**config.mk**
```make
export PLATFORM = sky130hd
export DESIGN_NAME = slow_fifo
export DESIGN_NICKNAME = d
export VERILOG_FILES = /design/src/bpm_pkg.sv /design/src/slow_fifo.sv
export SDC_FILE = /design/constraint.sdc
export NUM_CORES = 1
export LEC_CHECK = 0
export BUFFER_PORTS_ARGS = -buffer_cell sky130_fd_sc_hd__buf_2
export CAP_MARGIN = 20
export CORE_UTILIZATION = 40
export CTS_CLUSTER_SIZE = 30
export DETAILED_ROUTE_END_ITERATION = 6
export HOLD_SLACK_MARGIN = 0.03
export PLACE_DENSITY = 0.57
export SETUP_SLACK_MARGIN = 0.1
export SYNTH_ARGS = -nofsm -noshare
export SYNTH_HDL_FRONTEND = slang
export SYNTH_SLANG_ARGS = --single-unit
```
**constraint.sdc**
```tcl
create_clock -name clk -period 4.13 [get_ports clk]
set_input_delay 0.2065 -clock clk [delete_from_list [all_inputs] [get_ports clk]]
set_output_delay 0.2065 -clock clk [all_outputs]
set_load 0.01 [all_outputs]
```
**src/bpm_pkg.sv**
```systemverilog
`default_nettype none

package bpm_pkg;

	////////////////////////////////////////
	// widths
	////////////////////////////////////////
	localparam int NUM_CH       = 4;    // electrodes a..d
	localparam int SAMPLE_W     = 16;
	localparam int ACC_W        = 48;   // sum of squares
	localparam int POWER_W      = 32;   // top bits of the accumulator
	localparam int GAIN_W       = 16;
	localparam int GAIN_SHIFT   = 15;   // 1.15 gain, 0x8000 is unity
	localparam int WORD_W       = 32;
	localparam int EVT_W        = 16;
	localparam int STATUS_W     = 16;

	// slow fifo and packet
	localparam int SFIFO_DEPTH  = 32;
	localparam int PACKET_WORDS = 8;
	localparam int FIFO_CNT_W   = $clog2(SFIFO_DEPTH) + 1; // holds 0..depth

	////////////////////////////////////////
	// types
	////////////////////////////////////////
	typedef logic signed [SAMPLE_W-1:0]         sample_t;
	typedef logic        [ACC_W-1:0]            acc_t;
	typedef logic        [POWER_W-1:0]          power_t;
	typedef logic        [GAIN_W-1:0]           gain_t;
	typedef logic        [WORD_W-1:0]           word_t;
	typedef logic        [EVT_W-1:0]            evt_num_t;
	typedef logic        [STATUS_W-1:0]         status_t;
	typedef logic        [FIFO_CNT_W-1:0]       fifo_cnt_t;
	typedef logic [$clog2(SFIFO_DEPTH)-1:0]     fifo_ptr_t;  // wraps on its own
	typedef logic [$clog2(PACKET_WORDS)-1:0]    word_idx_t;

	// packet header word, ascii "ABPM"
	localparam word_t PACKET_ID = 32'h4142504d;

	// adc full scale, either rail flags overflow
	localparam sample_t SAMPLE_MAX = 16'sh7fff;
	localparam sample_t SAMPLE_MIN = 16'sh8000;

	// packer fsm
	typedef enum logic {
		PACK_IDLE,   // waiting for adj_rdy
		PACK_SEND    // streaming the 8 words
	} pack_state_t;

endpackage

`default_nettype wire

```
**src/slow_fifo.sv**
```systemverilog
`timescale 1ns/1ps
`default_nettype none

module slow_fifo import bpm_pkg::*; (
	input  wire          clk,
	input  wire          RST_EVENT_NO,
	input  wire          fifo_wr,
	input  wire word_t   fifo_din,
	input  wire          fifo_rd,
	output word_t        fifo_dout,
	output fifo_cnt_t    fifo_count,
	output logic         fifo_empty
);

	word_t      mem [SFIFO_DEPTH];
	fifo_ptr_t  wr_ptr;
	fifo_ptr_t  rd_ptr;
	logic       do_wr;
	logic       do_rd;

	assign do_wr      = fifo_wr;                  // packer only starts when a packet fits
	assign do_rd      = fifo_rd && !fifo_empty;   // pop on empty ignored
	assign fifo_empty = (fifo_count == '0);
	assign fifo_dout  = mem[rd_ptr];              // head word, fall through

	////////////////////////////////////////
	// pointers and occupancy
	////////////////////////////////////////
	always_ff @(posedge clk) begin
		if (RST_EVENT_NO) begin
			wr_ptr     <= '0;
			rd_ptr     <= '0;
			fifo_count <= '0;
		end else begin
			if (do_wr)
				wr_ptr <= wr_ptr + 1'b1;  // depth is a power of two
			if (do_rd)
				rd_ptr <= rd_ptr + 1'b1;
			case ({do_wr, do_rd})
				2'b10:   fifo_count <= fifo_count + 1'b1;
				2'b01:   fifo_count <= fifo_count - 1'b1;
				default: fifo_count <= fifo_count;  // both or neither
			endcase
		end
	end

	// storage
	always_ff @(posedge clk) begin
		if (do_wr)
			mem[wr_ptr] <= fifo_din;
	end

endmodule

`default_nettype wire
```
# Yosys cells after proc, flatten, opt, wreduce, memory -nomap -nowiden

Memories as Yosys holds them, arrays and structs flattened. A register that Yosys moved wholly into a read port is not among the register bits.
Cells that the tools add are included.
Widths: inputs -> output; s select.

RAM bits: 1,024
Word-level logic and storage cells: 19
Memories kept: 1
Input port bits: 36
Output and inout port bits: 39
Register bits after elaboration: 16

Memories:

| memory | depth | bits a word | rd ports | clocked after Yosys merged registers in | wr ports | RTL line        | text |
|---|---|---|---|---|---|---|---|
| mem    | 32    | 32          | 1        | 1                                       | 1        | slow_fifo.sv:15 | `word_t mem [SFIFO_DEPTH];` |

Multiplexer cells: 5
Equality and inequality tests: 2
Reductions and logical operators: 4
Add/sub/neg operators: 4

Operator list:

| operator            | number |
|---|---|
| $pmux 6 s2          | 1 |
| $add 5x1->5 const B | 2 |
| $mux 5              | 2 |
| $add 6x1->6 const B | 1 |
| $logic_not 6->1     | 1 |
| $sub 6x1->6 const B | 1 |
| $eq 2x1->1 const B  | 1 |
| $eq 2x2->1 const B  | 1 |
| $mux 1              | 2 |
| $reduce_bool 2->1   | 1 |
| $logic_and 1x1->1   | 1 |
| $logic_not 1->1     | 1 |

# Logic depth before layout (Yosys ltp)

Gate-level depths: netlist of run 1.

Word-level depth: 5
Depth in mapped cells: 11
Mapped depth without buffers: 10

# Worst setup path after synthesis of run 1

Ideal clock, no wire load.

Kind: reg-to-reg
From: register fifo_count[0]
To: register fifo_count[4]
Path slack: 992 ps
Required time: 4,009 ps
Path buffers: 1
Cell stages (with the launch flop): 12
Arrival: 3,018 ps
Library setup time: 121 ps
Clock period less this slack: 3,138 ps
Cells stage by stage: dfxtp_1 -> or4_1 -> o21ai_0 -> inv_1 -> ha_1 -> clkbuf_1 -> xor2_1 -> ha_1 -> a21oi_1 -> a32oi_1 -> a31oi_1 -> mux2_2

Cells in the longest elaborated chain, start to end: 5
Elaborated cells between the ends (all ways): 9
Classes of those cells: add/sub: 2; eq/ne: 2; mux: 1; reduce/logical: 4

Ends and longest elaborated chain:

| item                                                                | RTL line        | text |
|---|---|---|
| start, declared                                                     | slow_fifo.sv:11 | `output fifo_cnt_t fifo_count,` |
| start signal, assigned                                              | slow_fifo.sv:40 | `2'b10: fifo_count <= fifo_count + 1'b1;` |
| start signal, assigned                                              | slow_fifo.sv:41 | `2'b01: fifo_count <= fifo_count - 1'b1;` |
| start signal, assigned                                              | slow_fifo.sv:42 | `default: fifo_count <= fifo_count;` |
| parallel branches: the longest is 5 deep, another holds $sub 6x1->6 | --              |  |

Parallel ways; which one is timed is not known.
A chain may end at the register's enable or synchronous reset.

==> reports/metrics.cfg, run 1 <==
[power_and_ir_drop]
ir_worst_vdd_mv=0.361
p_leak_nw=14.3
powerDensity_mw_per_mm2=523

[synth]
syn_area_mm2=0.0403
synth_ff_type=edfxtp_1
postSynthCellCount=2049
syn_avg_cell_area_um2=19.7
synth_edf_count=1024
synth_fa_ha_area_share_pct=0.248
synth_top_family_by_area=multiplexers
synthMuxAreaShare_pct=12.6
async_reset_ff_share_pct=0
yosys.area_share.simple_pct=3.55
ys_warn_count=0
synth_xor_area_share_pct=0.217
synth_compound_area_share_pct=4.69
ys_seq_area_share_pct=77.3
synth-seq-cells=1045
mappedNetlistNets=2093
ys_types=45

[route]
wl_mm=98.8
avgRoutedWirePerCell_um=27.6
drt-met1-wl_mm=44.3
drtAntennaViolNets=0
route.met3.wl_mm=5.59
drt-initial-drc-count=2074
drc=0
top_layer=met5
drt_pass1_iterations=6
route.vias.total=20382
route.met2.wl_mm=47.2
via_per_inst=5.69

[floorplanning]
fp-row-count=116
pin_count=75
start_util_pct=40.3
die_w_um=320
core_area_mm2=0.100
die_height_um=320
fp.dieArea_mm2=0.102

[global_routing]
grt_pass1_wl_mm=144
grtUsageTotal_pct=19.4
grt_max_degree=74
grt_pass1_vias=20658
antenna_found_initial=9
grt_remaining_overflow=0

[critical_path]
start_kind=flip-flop
path_class=flip-flop to primary output
arrival_ns=3.62
worstPathMaxFanout=73
crit_required_ns=3.92
cp-end-kind=primary output

[cts]
h-tree-depth=3
root_buffer=clkbuf_16
cts_buffers=103
clock_latency_ns=0.68
clk_pin_slew_worst_paths_ns=0.06
cts_sinks=1045
holdBufCountCts=26
clock_path_buffers=3
post_cts_resize_count=0
post-cts-setup-buffers=0
cts_tree=yes

[hold_path]
hold_path.class=primary input to flip-flop

[timing]
hold_viol_final=0
min_period_ns=3.83
slew_viol_final=0
setup_viol=0
skew_ns=0.0283
maxSlewHeadroom_pct=27.5
fmax_mhz=261
rsz0062_at_grt=no
post-route-period-util_pct=92.7
worstMarginPinSlew_ns=1.09
final.setup.tns_ns=0

[outcome]
status=finished clean

[cells_and_area]
drive_gt1_share_pct=28.5
fin_nets=2244
synthToLayoutAreaGrowth_pct=14.7
antenna_cells=0
finalCoreUtilization_pct=46.2

[placed_design]
dp_hpwl_mm=53.3
port_buffers=74
globalplace.congestion=0.775

[job]
drv_cap=0

final timing paths:
| path | start | endpoint | slack (ns) | cells after the start |
|---|---|---|---|---|
| min | fifo_din[24] | mem[31][24]$_DFFE_PP_ | 0.06 | 1 |
| max reg2reg | fifo_count[2]$_SDFFE_PP0P_ | fifo_count[4]$_SDFFE_PP0P_ | 0.71 | 10 |
| min reg2reg | rd_ptr[4]$_SDFFE_PP0N_ | rd_ptr[4]$_SDFFE_PP0N_ | 0.53 | 2 |
| max | flip-flop | fifo_dout[18] | 0.30 | 5 |
kinds of logic after synthesis:
kind of cell / Yosys count
XOR/XNOR: 10
multiplexers: 324
adder cells (fa/ha/maj): 8
AO/OA/AOI/OAI: 276
buffers and inverters: 128
flip-flops: 1045
AND/OR/NAND/NOR: 258
metal layers:
metal	global-route usage [%]	vias to the layer above
met5	0	-
met4	4.85	4
met3	2.62	121
met2	31.0	649
met1	28.1	10879
li1	-	8729
report_power, final:
| group | switching [mW] | internal [mW] | total (mW) |
|---|---|---|---|
| clock | 3.92 | 5.05 | 8.97 |
| combinational | 1.83 | 1.50 | 3.33 |
| sequential | 0.150 | 11.7 | 11.9 |
| total | 5.91 | 18.3 | 24.2 |
layout make-up:
cell class                 instances  area [um2]
fill                            8282       53800
inverter                           7        26.3
tap                             1298        1620
clock buffer                     129        2720
timing repair buffer             167        1320
clock inverter                    60         490
sequential                      1045       31200
multi-input combinational        876        8880
synth_stat cells (2+ instances only):
library cell     n  area [um2]
edfxtp_1      1024       30700
mux2_2         193        2170
mux4_2         128        2880
clkbuf_1        85         319
nor2b_1         67         419
o21ai_0         67         335
a211oi_1        65         488
nor3_1          65         325
o22ai_1         65         407
a22o_1          64         561
nor2_1          54         203
or4_1           33         248
dfxtp_1         21         420
buf_2           13        65.1
buf_1           12        45.0
nand2_1         11        41.3
xor2_1           9        78.8
buf_6            8        90.1
ha_1             8         100
inv_1            7        26.3
a21oi_1          6        30.0
nand2b_1         5        31.3
nand3b_1         4        30.0
or3_1            4        25.0
buf_4            3        22.5
mux2i_1          3        30.0
nand3_1          3        15.0
a31oi_1          2        12.5
and3_1           2        12.5
o211ai_1         2        15.0
or2_2            2        12.5
state kept, by name (all words and copies together) (netlist names), named ones only:
name        flops
wr_ptr          5
rd_ptr          5
fifo_count      6
mem          1024
per-stage QoR:
step                cells  hold WS, ns  total power, mW  cell area, um2  worst slack, ns
floorplan            2049        0.305             14.4           40300            0.992
global placement     3366        0.479             15.4           42800            0.772
detailed placement   3366        0.521             15.5           42800            0.762
CTS                  3581       0.0311             24.4           46200            0.207
global route         3582       0.0622             25.0           46200            0.104
finish               3582       0.0579             24.2           46200            0.302
placed cells by master, fill, tap and decap left out, types with 6 or more instances in the layout:
| cell | count |
|---|---|
| nand2_1 | 11 |
| clkinv_1 | 24 |
| ha_1 | 8 |
| a21oi_1 | 6 |
| clkbuf_1 | 24 |
| bufinv_16 | 6 |
| o22ai_1 | 65 |
| mux4_2 | 128 |
| xor2_1 | 9 |
| nor3_1 | 65 |
| inv_1 | 7 |
| clkinv_2 | 19 |
| nor2_1 | 20 |
| o21ai_0 | 67 |
| nor2_4 | 34 |
| buf_2 | 74 |
| buf_12 | 15 |
| a22o_1 | 64 |
| clkbuf_16 | 105 |
| or4_1 | 33 |
| buf_4 | 52 |
| a211oi_1 | 65 |
| dfxtp_1 | 19 |
| mux2_2 | 193 |
| edfxtp_1 | 1024 |
| nor2b_1 | 66 |
| dlygate4sd3_1 | 26 |
worst max-delay path: stages, from the launching register on:
cell     delay [ns]
dfxtp_4        0.62
buf_12         0.53
mux4_2         0.58
a22o_1         0.23
or4_1          0.70
buf_2          0.22
(Power assumes the default switching activity.)
==> inputs of run 2 (changes only) <==
--- a/config.mk
+++ b/config.mk
@@ -7,11 +7,12 @@
 export LEC_CHECK = 0
 export BUFFER_PORTS_ARGS = -buffer_cell sky130_fd_sc_hd__buf_2
 export CAP_MARGIN = 20
-export CORE_UTILIZATION = 40
+export CORE_UTILIZATION = 56
 export CTS_CLUSTER_SIZE = 30
 export DETAILED_ROUTE_END_ITERATION = 6
+export GPL_TIMING_DRIVEN = 0
 export HOLD_SLACK_MARGIN = 0.03
-export PLACE_DENSITY = 0.57
+export PLACE_DENSITY = 0.74
 export SETUP_SLACK_MARGIN = 0.1
 export SYNTH_ARGS = -nofsm -noshare
 export SYNTH_HDL_FRONTEND = slang
==> reports/metrics.cfg, run 2 (synthesis gave the netlist of run 1 again) <==
[outcome]
status=finished clean

[floorplanning]
start_util_pct=56.5  ; +16 points
fp-row-count=98  ; -16%
die_height_um=270  ; -15%
core_area_mm2=0.0714  ; -29%
pin_count=75  ; unchanged
fp.dieArea_mm2=0.0731  ; -28%
die_w_um=270  ; -15%

[global_routing]
antenna_found_initial=7  ; -2
grt_remaining_overflow=0  ; unchanged
use_met3_pct=4.24  ; +1.6 points
grtUsageTotal_pct=25.1  ; +5.7 points
grt_pass1_wl_mm=134  ; -6.4%
grt_max_degree=33  ; -55%
grt_pass1_vias=21096  ; +2.1%
globalRoute.busiestLayer=met2
grt_util_met2_pct=41.0  ; +10 points
met1_usage_pct=34.5  ; +6.4 points

[cells_and_area]
mostFrequentLayoutCells=edfxtp_1, mux2_2, mux4_2
seqCellArea_mm2=0.0312  ; about the same
largest_reg_flops=1024  ; unchanged
largest_register=mem
fin_nets=2295  ; +2.3%
largestRegisters=mem (1024), fifo_count (6)
multiInputGateArea_mm2=0.00887  ; -0.17%
finalCoreUtilization_pct=64.5  ; +18 points
drive_gt1_share_pct=28.3  ; -0.23 points
nFillCells=4621  ; -44%
synthToLayoutAreaGrowth_pct=14.1
final_common_cell=edfxtp_1

[critical_path]
r2r_end=fifo_count[4]$_SDFFE_PP0P_
slowest_delay_ns=0.58  ; -0.12 ns
r2r-start=fifo_count[1]$_SDFFE_PP0P_
cp-end-kind=primary output
cp.buffers_inverters=4  ; +2
path_class=flip-flop to primary output
crit_required_ns=3.92  ; about the same
crit_chain=buf_2 -> clkbuf_1 -> clkbuf_2 -> mux4_2 -> a22o_1 -> or4_1 -> buf_2
rr_worst_depth=11  ; +1
cp_top_family=buffers and inverters
arrival_ns=3.79  ; +0.17 ns
start_kind=flip-flop
worstPathMaxFanout=10  ; -86%
crit_path_top_delay_cell=or4_1
reg2reg_slack_ns=0.50  ; -0.21 ns
cp_common_cell=buf_2

[placed_design]
preCtsSetupSlack_ns=0.537  ; -0.225 ns
port_buffers=73  ; -1.4%
dp_hpwl_mm=59.0  ; +11%
globalplace.congestion=0.868  ; +12%

[route]
drtAntennaViolNets=0  ; unchanged
drc=0  ; unchanged
route.vias.total=20702  ; +1.6%
drt_pass1_iterations=5  ; -1
avgRoutedWirePerCell_um=27.7  ; +0.55%
drt-initial-drc-count=2277  ; +9.8%
via_per_inst=6.31  ; +11%
wl_mm=91.0  ; -7.8%

[hold_path]
holdCritStartpoint=fifo_din[1]
whs_path_depth=1  ; unchanged
hold_path.class=primary input to flip-flop
hold_path_end=mem[9][1]$_DFFE_PP_

[timing]
fin_hold_ws_ns=0.0663  ; +0.00837 ns
rsz0062_at_grt=no
fmax_mhz=251  ; -4.1%
hold_viol_final=0  ; unchanged
skew_ns=0.0149  ; -0.0134 ns
slew_viol_final=0  ; unchanged
min_period_ns=3.99  ; +0.164 ns
post-route-period-util_pct=96.7  ; +4.0 points
setup_viol=0  ; unchanged
maxSlewHeadroom_pct=32.9  ; +5.4 points
worstMarginPinSlew_ns=1.00  ; -0.0829 ns
final.setup.tns_ns=0  ; unchanged
postLayoutSetupSlackWorst_ns=0.138  ; -0.164 ns

[cts]
clk_pin_slew_worst_paths_ns=0.06  ; about the same
clock_path_buffers=3  ; unchanged
h-tree-depth=3  ; unchanged
root_buffer=clkbuf_16
cts_buffers=97  ; -5.8%
clock_latency_ns=0.65  ; -0.03 ns
cts_sinks=1045  ; unchanged
cts_tree=yes

[power_and_ir_drop]
powerDensity_mw_per_mm2=531  ; +1.4%
ir_worst_vdd_mv=0.412  ; +14%
p_leak_nw=14.4  ; +0.57%

[job]
drv_cap=0  ; unchanged

==> run 2: cell count changes in the layout (fill, tap and decap cells not counted), sizes merged <==
cell,before,now
inv,14,8
dlygate4sd3,26,2
buf,141,135
clkbuf,129,208
clkinv,43,44
clkinvlp,4,2
bufinv,6,11
diode,0,2
==> run 2: cell type report <==
| class | count | share of cell area [%] |
|---|---|---|
| Tap cell | 950 | 2.58 |
| Antenna cell | 2 | 0.0109 |
| Clock buffer | 121 | 5.63 |
| Multi-Input combinational cell | 876 | 19.3 |
| Buffer | 120 | 1.25 |
| Inverter | 7 | 0.0571 |
| Sequential cell | 1045 | 67.7 |
| Clock inverter | 58 | 1.25 |
| Timing Repair Buffer | 104 | 2.25 |
==> run 2: worst max-delay path by stage <==
stage / from / to / slack, ns / cells past startpoint
floorplan: fifo_count[0]$_SDFFE_PP0P_ / fifo_count[4]$_SDFFE_PP0P_ / 0.99 / 11
global placement: fifo_wr / mem[31][8]$_DFFE_PP_ / 0.01 / 3
finish: flip-flop / fifo_dout[0] / 0.14 / 7
CTS: flip-flop / fifo_dout[14] / 0.11 / 8
detailed placement: flip-flop / fifo_dout[0] / 0.54 / 7
global route: flip-flop / fifo_dout[19] / 0.10 / 9
==> run 2: metal layers <==
layer  wire (um)  part of all wire (%)
met5          13                 0.014
met4        2700                   3.0
met3        7340                   8.1
met2       44900                    49
met1       36000                    40
==> run 2: timing repair <==
action                                 in CTS  in global routing
hold buffers                                2                  0
endpoints found under the hold margin       6                  0
setup endpoints to repair                  32                 12
buffers inserted                            0                  0
gates resized for setup                    27                 15
==> run 2: stage by stage <==
step	total power, mW	cell area (um2)	cells
after floorplan	14.4	40300	2049
after global placement	15.6	41900	3072
after detailed placement	15.7	42800	3101
after CTS	24.5	46000	3282
after global routing	25.1	46000	3283
final	24.4	46000	3283
==> run 2: report_power, final <==
group	internal (mW)	switching, mW
Sequential	11.7	0.0628
Combinational	1.54	2.23
Clock	5.13	3.73
Total	18.4	6.02
